`src/hdl/grom_pkg.sv`:
```
`default_nettype none

package grom_pkg;

	localparam int addr_w = 12;
	localparam int data_w = 8;

	typedef logic [addr_w-1:0] addr_t;
	typedef logic [data_w-1:0] byte_t;
	typedef logic [1:0] reg_sel_t;

	localparam addr_t reset_pc = 12'h000;

	// Encoding follows {group - 1, ir[3:2]} of the ALU opcode groups
	typedef enum logic [3:0] {
		alu_add = 4'd0,
		alu_sub = 4'd1,
		alu_adc = 4'd2,
		alu_sbc = 4'd3,
		alu_and = 4'd4,
		alu_or  = 4'd5,
		alu_not = 4'd6,
		alu_xor = 4'd7,
		alu_inc = 4'd8,
		alu_dec = 4'd9,
		alu_cmp = 4'd10,
		alu_tst = 4'd11
	} alu_op_t;

	typedef enum logic [3:0] {
		state_reset            = 4'd0,
		state_fetch_prep       = 4'd1,
		state_fetch_wait       = 4'd2,
		state_fetch            = 4'd3,
		state_execute          = 4'd4,
		state_fetch_value_prep = 4'd5,
		state_fetch_value      = 4'd6,
		state_execute_dbl      = 4'd7,
		state_load_value       = 4'd8,
		state_load_value_wait  = 4'd9,
		state_alu_result_wait  = 4'd10,
		state_alu_result       = 4'd11
	} cpu_state_t;

	// Upper nibble group codes
	localparam logic [3:0] op_mov   = 4'h0;
	localparam logic [3:0] op_arith = 4'h1;
	localparam logic [3:0] op_logic = 4'h2;
	localparam logic [3:0] op_unary = 4'h3;
	localparam logic [3:0] op_load  = 4'h5;
	localparam logic [3:0] op_store = 4'h6;
	localparam logic [3:0] op_halt  = 4'h7;
	localparam logic [3:0] op_jr    = 4'h8;
	localparam logic [3:0] op_jump  = 4'h9;
	localparam logic [3:0] op_imm   = 4'hf;

	localparam byte_t halt_byte = 8'h7f;

	typedef struct packed {
		logic    valid;
		alu_op_t op;
		byte_t   a;
		byte_t   b;
	} alu_req_t;

	typedef struct packed {
		logic cf;
		logic zf;
		logic sf;
	} alu_flags_t;

	typedef struct packed {
		addr_t addr;
		byte_t data_out;
		logic  we;
	} mem_req_t;

	typedef struct packed {
		logic     en;
		reg_sel_t sel;
		byte_t    data;
	} reg_write_t;

endpackage

`default_nettype wire

```
`src/hdl/grom_alu.sv`:
```
`timescale 1ns/1ps
`default_nettype none

module grom_alu (
	input  wire                  clk,
	input  wire                  reset,
	input  wire grom_pkg::alu_req_t req,
	output grom_pkg::byte_t      result,
	output grom_pkg::alu_flags_t flags
);

	logic [grom_pkg::data_w:0] calc;     // Bit 8 is carry or borrow
	logic [grom_pkg::data_w:0] carry_in;

	assign carry_in = {{grom_pkg::data_w{1'b0}}, flags.cf};

	always_comb
	begin
		case (req.op)
			grom_pkg::alu_add:
				calc = {1'b0, req.a} + {1'b0, req.b};
			grom_pkg::alu_sub,
			grom_pkg::alu_cmp:
				calc = {1'b0, req.a} - {1'b0, req.b};
			grom_pkg::alu_adc:
				calc = {1'b0, req.a} + {1'b0, req.b} + carry_in;
			grom_pkg::alu_sbc:
				calc = {1'b0, req.a} - {1'b0, req.b} - carry_in;
			grom_pkg::alu_and,
			grom_pkg::alu_tst:
				calc = {1'b0, req.a & req.b};
			grom_pkg::alu_or:
				calc = {1'b0, req.a | req.b};
			grom_pkg::alu_not:
				calc = {1'b0, ~req.b};
			grom_pkg::alu_xor:
				calc = {1'b0, req.a ^ req.b};
			grom_pkg::alu_inc:
				calc = {1'b0, req.b} + 1'b1;
			grom_pkg::alu_dec:
				calc = {1'b0, req.b} - 1'b1; // Wraps to carry set at zero
			default:
				calc = {1'b0, req.a};
		endcase
	end

	// Flags only move on a request, so ADC and SBC see the last carry
	always_ff @(posedge clk)
	begin
		if (reset)
		begin
			flags <= '0;
		end
		else if (req.valid)
		begin
			flags.cf <= calc[grom_pkg::data_w];
			flags.zf <= (calc[grom_pkg::data_w-1:0] == '0);
			flags.sf <= calc[grom_pkg::data_w-1];
		end
	end

	always_ff @(posedge clk)
	begin
		if (req.valid)
		begin
			result <= calc[grom_pkg::data_w-1:0];
		end
	end

endmodule

`default_nettype wire

```
`src/hdl/grom_control.sv`:
```
`timescale 1ns/1ps
`default_nettype none

module grom_control (
	input  wire                      clk,
	input  wire                      reset,
	input  wire grom_pkg::byte_t     data_in,
	output grom_pkg::mem_req_t       mem,
	output logic                     hlt,
	output grom_pkg::alu_req_t       alu_req,
	input  wire grom_pkg::byte_t     alu_result,
	input  wire grom_pkg::alu_flags_t alu_flags,
	output grom_pkg::reg_write_t     reg_wr,
	output grom_pkg::reg_sel_t       sel_a,
	output grom_pkg::reg_sel_t       sel_b,
	input  wire grom_pkg::byte_t     data_a,
	input  wire grom_pkg::byte_t     data_b
);

	grom_pkg::addr_t      pc;
	grom_pkg::byte_t      ir;
	grom_pkg::byte_t      value;      // Second instruction byte
	grom_pkg::reg_sel_t   result_reg;
	grom_pkg::cpu_state_t state;
	grom_pkg::alu_op_t    ir_alu_op;
	grom_pkg::addr_t      rel_target;
	logic [3:0]           group;
	logic                 jump;

	assign group      = ir[7:4];
	assign ir_alu_op  = grom_pkg::alu_op_t'({ir[5:4] - 2'd1, ir[3:2]});
	assign rel_target = pc + {{(grom_pkg::addr_w - grom_pkg::data_w){value[7]}}, value};

	always_comb
	begin
		case (ir[2:0])
			3'b000:  jump = 1'b1;
			3'b001:  jump = alu_flags.cf;
			3'b010:  jump = !alu_flags.cf;
			3'b011:  jump = alu_flags.sf;
			3'b100:  jump = !alu_flags.sf;
			3'b101:  jump = alu_flags.zf;
			3'b110:  jump = !alu_flags.zf;
			default: jump = 1'b0;
		endcase
	end

	// ALU groups always take R0 as first operand
	always_comb
	begin
		sel_a = ir[3:2];
		if (group == grom_pkg::op_arith || group == grom_pkg::op_logic ||
			group == grom_pkg::op_unary)
		begin
			sel_a = '0;
		end
	end

	assign sel_b = ir[1:0];

	always_comb
	begin
		reg_wr = '0;
		case (state)
			grom_pkg::state_execute:
				if (group == grom_pkg::op_mov)
				begin
					reg_wr = '{en: 1'b1, sel: ir[3:2], data: data_b};
				end
			grom_pkg::state_execute_dbl:
				if (group == grom_pkg::op_imm && ir[3:2] == 2'b00)
				begin
					reg_wr = '{en: 1'b1, sel: ir[1:0], data: value}; // MOV Rr,V
				end
			grom_pkg::state_load_value:
				reg_wr = '{en: 1'b1, sel: result_reg, data: data_in};
			grom_pkg::state_alu_result:
				reg_wr = '{en: 1'b1, sel: result_reg, data: alu_result};
			default:
				reg_wr = '0;
		endcase
	end

	always_ff @(posedge clk)
	begin
		alu_req.valid <= 1'b0; // One cycle pulse
		if (reset)
		begin
			state  <= grom_pkg::state_reset;
			pc     <= grom_pkg::reset_pc;
			hlt    <= 1'b0;
			mem.we <= 1'b0;
		end
		else
		begin
			case (state)
				grom_pkg::state_reset:
					state <= grom_pkg::state_fetch_prep;
				grom_pkg::state_fetch_prep:
				begin
					mem.addr <= pc;
					mem.we   <= 1'b0;
					state    <= grom_pkg::state_fetch_wait;
				end
				grom_pkg::state_fetch_wait:
					state <= hlt ? grom_pkg::state_fetch_prep : grom_pkg::state_fetch;
				grom_pkg::state_fetch:
				begin
					ir    <= data_in;
					pc    <= pc + 1'b1;
					state <= grom_pkg::state_execute;
				end
				grom_pkg::state_execute:
				begin
					state <= grom_pkg::state_fetch_prep;
					if (ir[7])
					begin
						mem.addr <= pc; // Operand byte
						pc       <= pc + 1'b1;
						state    <= grom_pkg::state_fetch_value_prep;
					end
					else
					begin
						case (group)
							grom_pkg::op_arith,
							grom_pkg::op_logic:
							begin
								alu_req    <= '{valid: 1'b1, op: ir_alu_op, a: data_a, b: data_b};
								result_reg <= '0;
								state      <= grom_pkg::state_alu_result_wait;
							end
							grom_pkg::op_unary:
							begin
								alu_req    <= '{valid: 1'b1, op: ir_alu_op, a: data_a, b: data_b};
								result_reg <= ir[1:0];
								if (!ir[3]) // CMP and TST only set flags
								begin
									state <= grom_pkg::state_alu_result_wait;
								end
							end
							grom_pkg::op_load:
							begin
								mem.addr   <= {{(grom_pkg::addr_w - grom_pkg::data_w){1'b0}}, data_b};
								result_reg <= ir[3:2];
								state      <= grom_pkg::state_load_value_wait;
							end
							grom_pkg::op_store:
							begin
								mem.addr     <= {{(grom_pkg::addr_w - grom_pkg::data_w){1'b0}}, data_a};
								mem.data_out <= data_b;
								mem.we       <= 1'b1;
							end
							grom_pkg::op_halt:
								if (ir == grom_pkg::halt_byte)
								begin
									hlt <= 1'b1;
								end
							default:
								state <= grom_pkg::state_fetch_prep;
						endcase
					end
				end
				grom_pkg::state_fetch_value_prep:
					state <= grom_pkg::state_fetch_value;
				grom_pkg::state_fetch_value:
				begin
					value <= data_in;
					state <= grom_pkg::state_execute_dbl;
				end
				grom_pkg::state_execute_dbl:
				begin
					state <= grom_pkg::state_fetch_prep;
					case (group)
						grom_pkg::op_jr:
							if (ir[3] && jump)
							begin
								pc <= rel_target;
							end
						grom_pkg::op_jump:
							pc <= {ir[3:0], value};
						grom_pkg::op_imm:
							if (ir[3:2] == 2'b01)
							begin
								mem.addr   <= {{(grom_pkg::addr_w - grom_pkg::data_w){1'b0}}, value};
								result_reg <= ir[1:0];
								state      <= grom_pkg::state_load_value_wait;
							end
							else if (ir[3:2] == 2'b10)
							begin
								mem.addr     <= {{(grom_pkg::addr_w - grom_pkg::data_w){1'b0}}, value};
								mem.data_out <= data_b;
								mem.we       <= 1'b1;
							end
						default:
							state <= grom_pkg::state_fetch_prep;
					endcase
				end
				grom_pkg::state_load_value_wait:
					state <= grom_pkg::state_load_value; // Memory read in flight
				grom_pkg::state_load_value:
					state <= grom_pkg::state_fetch_prep;
				grom_pkg::state_alu_result_wait:
					state <= grom_pkg::state_alu_result;
				grom_pkg::state_alu_result:
					state <= grom_pkg::state_fetch_prep;
				default:
					state <= grom_pkg::state_fetch_prep;
			endcase
		end
	end

endmodule

`default_nettype wire

```
`src/hdl/grom_cpu.sv`:
```
`timescale 1ns/1ps
`default_nettype none

module grom_cpu (
	input  wire                  clk,
	input  wire                  reset,
	output grom_pkg::addr_t      addr,
	input  wire grom_pkg::byte_t data_in,
	output grom_pkg::byte_t      data_out,
	output logic                 we,
	output logic                 hlt
);

	grom_pkg::mem_req_t   mem;
	grom_pkg::alu_req_t   alu_req;
	grom_pkg::byte_t      alu_result;
	grom_pkg::alu_flags_t alu_flags;
	grom_pkg::reg_write_t reg_wr;
	grom_pkg::reg_sel_t   sel_a;
	grom_pkg::reg_sel_t   sel_b;
	grom_pkg::byte_t      data_a;
	grom_pkg::byte_t      data_b;

	assign addr     = mem.addr;
	assign data_out = mem.data_out;
	assign we       = mem.we;

	grom_control i_grom_control (
		.clk        (clk),
		.reset      (reset),
		.data_in    (data_in),
		.mem        (mem),
		.hlt        (hlt),
		.alu_req    (alu_req),
		.alu_result (alu_result),
		.alu_flags  (alu_flags),
		.reg_wr     (reg_wr),
		.sel_a      (sel_a),
		.sel_b      (sel_b),
		.data_a     (data_a),
		.data_b     (data_b)
	);

	grom_alu i_grom_alu (
		.clk    (clk),
		.reset  (reset),
		.req    (alu_req),
		.result (alu_result),
		.flags  (alu_flags)
	);

	grom_regfile i_grom_regfile (
		.clk    (clk),
		.reset  (reset),
		.wr     (reg_wr),
		.sel_a  (sel_a),
		.sel_b  (sel_b),
		.data_a (data_a),
		.data_b (data_b)
	);

endmodule

`default_nettype wire

```
`src/hdl/grom_regfile.sv`:
```
`timescale 1ns/1ps
`default_nettype none

module grom_regfile (
	input  wire                     clk,
	input  wire                     reset,
	input  wire grom_pkg::reg_write_t wr,
	input  wire grom_pkg::reg_sel_t sel_a,
	input  wire grom_pkg::reg_sel_t sel_b,
	output grom_pkg::byte_t         data_a,
	output grom_pkg::byte_t         data_b
);

	grom_pkg::byte_t regs [4]; // R0 to R3

	always_ff @(posedge clk)
	begin
		if (reset)
		begin
			for (int i = 0; i < 4; i++)
			begin
				regs[i] <= '0;
			end
		end
		else if (wr.en)
		begin
			regs[wr.sel] <= wr.data;
		end
	end

	assign data_a = regs[sel_a];
	assign data_b = regs[sel_b];

endmodule

`default_nettype wire

```
`config.mk`:
```
export PLATFORM = sky130hd
export DESIGN_NAME = grom_cpu
export DESIGN_NICKNAME = d
export VERILOG_FILES = /design/src/hdl/grom_pkg.sv /design/src/hdl/grom_alu.sv /design/src/hdl/grom_control.sv /design/src/hdl/grom_cpu.sv /design/src/hdl/grom_regfile.sv
export SDC_FILE = /design/constraint.sdc
export NUM_CORES = 1
export LEC_CHECK = 0
export BUFFER_PORTS_ARGS = -buffer_cell sky130_fd_sc_hd__buf_4
export CAP_MARGIN = 40
export CELL_PAD_IN_SITES_DETAIL_PLACEMENT = 0
export CELL_PAD_IN_SITES_GLOBAL_PLACEMENT = 2
export CORE_UTILIZATION = 33
export DETAILED_ROUTE_END_ITERATION = 16
export PLACE_DENSITY_LB_ADDON = 0.1
export SKIP_CTS_REPAIR_TIMING = 1
export SLEW_MARGIN = 20
export SYNTH_ARGS = -nofsm -noshare
export SYNTH_HDL_FRONTEND = slang
export SYNTH_SLANG_ARGS = --single-unit
```
`constraint.sdc`:
```
create_clock -name clk -period 8.6 [get_ports clk]
set_input_delay 2.15 -clock clk [delete_from_list [all_inputs] [get_ports clk]]
set_output_delay 2.15 -clock clk [all_outputs]
set_load 0.02 [all_outputs]
```
==> results.txt <==
----------------------------------------------------
[Floorplan]
  Die area ... 26300 um2
  Core region area ... 25200 um2
  Die boundary height ... roughly 160 um
  Floorplan die width ... 162 um
  Cell Rows ... between 50 and 60
  Initial core utilization ... 33.6%
  I/O pin count ... 32

[Cells and area]
  Multi-input gate area ... 4630 um2
  Flip-flop count of the largest register, all copies and words added ... 32
  Final core occ ... between 30% and 40%
  Area growth from synthesis to layout ... 12.8%
  Biggest registers after layout ... i_grom_regfile.regs (32), i_grom_control.alu_req (21), i_grom_control.mem (21)
  Share of layout cells above drive strength 1 ... between 10% and 20%
  Non-filler instance count after layout ... ~1200
  Final std cell area, no fill ... approximately 9600 um2
  Storage cell area ... about 3400 um2
  Total number of nets in the final design ... between 900 and 1000
  Filler Cell Count ... around 2500
  N_diodes ... 0
  Biggest register ... i_grom_regfile.regs

[GRT]
  Largest net degree at the start of global routing ... 37
  Wire length of the first global-routing pass ... roughly 42000 um
  Vias in the first global route ... 6862
  Initial antenna violation count ... 0
  Total routing usage reported by global routing ... between 20% and 30%
  Total congestion overflow after global routing ... 0

[Clock tree]
  Buffer type at the clock tree root ... clkbuf_16
  Number of clock sinks ... ~120
  Clock tree from TritonCTS ... built
  Worst-case clock buffer depth ... 2
  H-Tree Depth ... 4
  CTS clock-pin slew for the worst setup and hold paths ... ~60 ps
  Clock network latency to the later pin of the worst-skew pair ... roughly 420 ps
  Clock buffers created by TritonCTS ... 17

[Placed design]
  Port buffer count ... 31
  Placed Area ... around 9000 um2
  GP Congestion ... slightly below 0.9
  Placed cells ... around 1200
  Half-perimeter wire length after detailed placement ... about 21000 um

[Worst setup path]
  Kind of end point of the critical path ... register
  Worst Path Required ... 8950 ps
  Worst Path Max Fanout ... 18
  Startpoint-to-endpoint class of the critical path ... reg -> reg
  Type of element launching the critical path ... register
  Worst Path Arrival ... around 4500 ps

[Synth]
  Fraction of post-synthesis cell area in the top cell type by area ... between 30% and 40%
  Cells taking the most area after synthesis ... edfxtp_1 (35%), ha_1 (7.5%), dfxtp_1 (5.7%)
  Count of flip-flops with a built-in enable after synthesis ... roughly 100
  Largest area contributor in the netlist ... edfxtp_1
  Count of distinct cell types in the synthesized netlist ... 92
  Most common flop cell mapped by yosys ... edfxtp_1
  Count of warnings emitted by yosys ... 0
  Async set-reset flop share out of synthesis ... 0%
  Sequential share of the synthesized area ... around two fifths
  Synthesized Nets ... slightly above 900
  Post-synthesis register bit count ... around 120
  Mean Syn Cell Area ... between 10 and 15 um2
  Cell Area, Synth ... 8470 um2
  Gate Count Post-Synth ... 843

[Drt]
  Number of DRC markers in iteration 0 ... ~670
  Post-detailed-route count of antenna-violating nets ... 0
  Via-per-instance ratio ... 5.69
  Number of iterations in the first detailed-routing pass ... 5
  Number of remaining DRC errors ... 0
  Wire length after detailed routing ... about 27000 um
  Detailed-route via count ... 6869
  Routed length per placed instance ... between 20 and 25 um

[Min path]
  Hold Crit Class ... reg -> reg

[Power and ir drop]
  Cell Pwr Density ... around 150 nW/um2
  Maximum VDD drop ... roughly 130 uV
  Leak Pwr ... around 3.5 nW
  Cell internal pwr ... roughly 1.1 mW
  Switching part of the total ... ~24%
  Net switching power figure ... ~340 uW
  Flop pwr share ... a little under half
  Combinational fraction of design power ... around 3.6%
  Clk pwr share ... about half

[Timing]
  Worst hold-check slack ... roughly 520 ps
  Unrepaired setup endpoints after global routing ... no
  Portion of the clock cycle consumed by the worst path in the final layout ... between 40% and 50%
  Min cycle time layout ... about 4100 ps
  Final number of setup-violating endpoints ... 0
  Total count of max-transition violations in the final report ... 0
  Number of failing hold endpoints at the final stage ... 0
  Tightest Pin Transition ... between 900 and 1000 ps
  Slew headroom ... ~37%
  Total Negative Setup Slacks ... 0 ps
  Highest attainable clock frequency ... ~0.24 GHz
  Final setup skew ... 15.6 ps

[Status]
  Result of the run ... finished, final reports clean

[Run]
  Max-capacitance violation count ... 0

----------------------------------------------------
==> routing by layer <==
layer	part of all wire, %	GRT usage (%)	wire [um]	vias up
met5	0	0	0	-
met4	3.1	8.79	841	0
met3	4.1	2.99	1130	47
met2	47	35.0	12900	217
met1	46	28.8	12600	3370
li1	-	-	-	3235
==> logic make-up (layout without fill, tap and decap cells) <==
family | count (synthesis) | count (layout) | share of synthesized area [%]
buffers and inverters | 90 | 124 | 5.13
adder cells (fa/ha/maj) | 56 | 56 | 8.60
AND/OR/NAND/NOR | 270 | 270 | 15.2
multiplexers | 27 | 27 | 5.64
XOR/XNOR | 33 | 33 | 3.59
flip-flops | 122 | 122 | 40.4
AO/OA/AOI/OAI | 245 | 245 | 21.4
==> power groups by stage <==
stage | registers [mW] | logic, mW | clock network, mW
4_1_cts | 0.653 | 0.0506 | 0.718
2_1_floorplan | 0.663 | 0.0285 | 0
6_report | 0.654 | 0.0503 | 0.706
3_5_place_dp | 0.666 | 0.0504 | 0
3_3_place_gp | 0.665 | 0.0490 | 0
5_1_grt | 0.654 | 0.0536 | 0.741
==> Yosys cell counts, drive strengths merged, types with 13 or more instances <==
| cell type | instances |
|---|---|
| a221oi | 14 |
| nand3 | 23 |
| mux4 | 16 |
| clkbuf | 20 |
| o21ai | 43 |
| edfxtp | 98 |
| dfxtp | 24 |
| inv | 47 |
| nor3 | 22 |
| ha | 51 |
| and3 | 13 |
| xnor2 | 26 |
| nor2 | 98 |
| a22oi | 17 |
| buf | 23 |
| nand2 | 55 |
| a21oi | 49 |
| o211ai | 13 |
==> layout by cell type (no fill, tap or decap), types with 13 or more instances in the layout <==
cell,instances
ha_1,51
xnor2_1,25
dfxtp_1,24
o21ai_0,37
edfxtp_1,98
a22oi_1,17
a21oi_1,47
inv_1,46
nand2_1,55
o211ai_1,13
clkbuf_16,17
nor3_1,21
and3_1,13
mux4_2,16
nor2_1,97
nand3_1,23
buf_4,42
==> critical path, cell delays in order (launching register included) <==
cell	delay [ps]
edfxtp_1	670
or2b_4	380
or2_2	330
nor2_1	530
fa_1	540
a22oi_1	180
o22ai_1	100
o32a_1	340
or3b_4	400
a2111oi_4	290
o211ai_1	170
o21ai_2	130
==> per-stage QoR <==
| step | total power, mW | setup WS (ps) |
|---|---|---|
| after floorplan | 0.691 | 3770 |
| after global placement | 0.714 | 4330 |
| after detailed placement | 0.716 | 4240 |
| after CTS | 1.42 | 4460 |
| after global routing | 1.45 | 4240 |
| final | 1.41 | 4500 |
==> final timing paths <==
check | startpoint | to | slack, ps | cells after the start
min reg2reg | i_grom_control.mem[0]$_SDFFE_PP0P_ | i_grom_control.mem[0]$_SDFFE_PP0P_ | 520 | 2
max | i_grom_control.alu_req[18]$_DFFE_PP_ | i_grom_alu.flags[1]$_SDFFE_PP0P_ | 4500 | 11
min | i_grom_control.mem[0]$_SDFFE_PP0P_ | i_grom_control.mem[0]$_SDFFE_PP0P_ | 520 | 2
max reg2reg | i_grom_control.alu_req[18]$_DFFE_PP_ | i_grom_alu.flags[1]$_SDFFE_PP0P_ | 4500 | 11
==> area by class of cell <==
type | instances | area share (%)
tap | 330 | 4.32
multi-input combinational | 631 | 48.5
timing repair buffer | 45 | 3.46
inverter | 47 | 1.85
clock inverter | 15 | 1.61
clock buffer | 17 | 4.45
sequential | 122 | 35.8
Power figures use the tool's default switching activity.
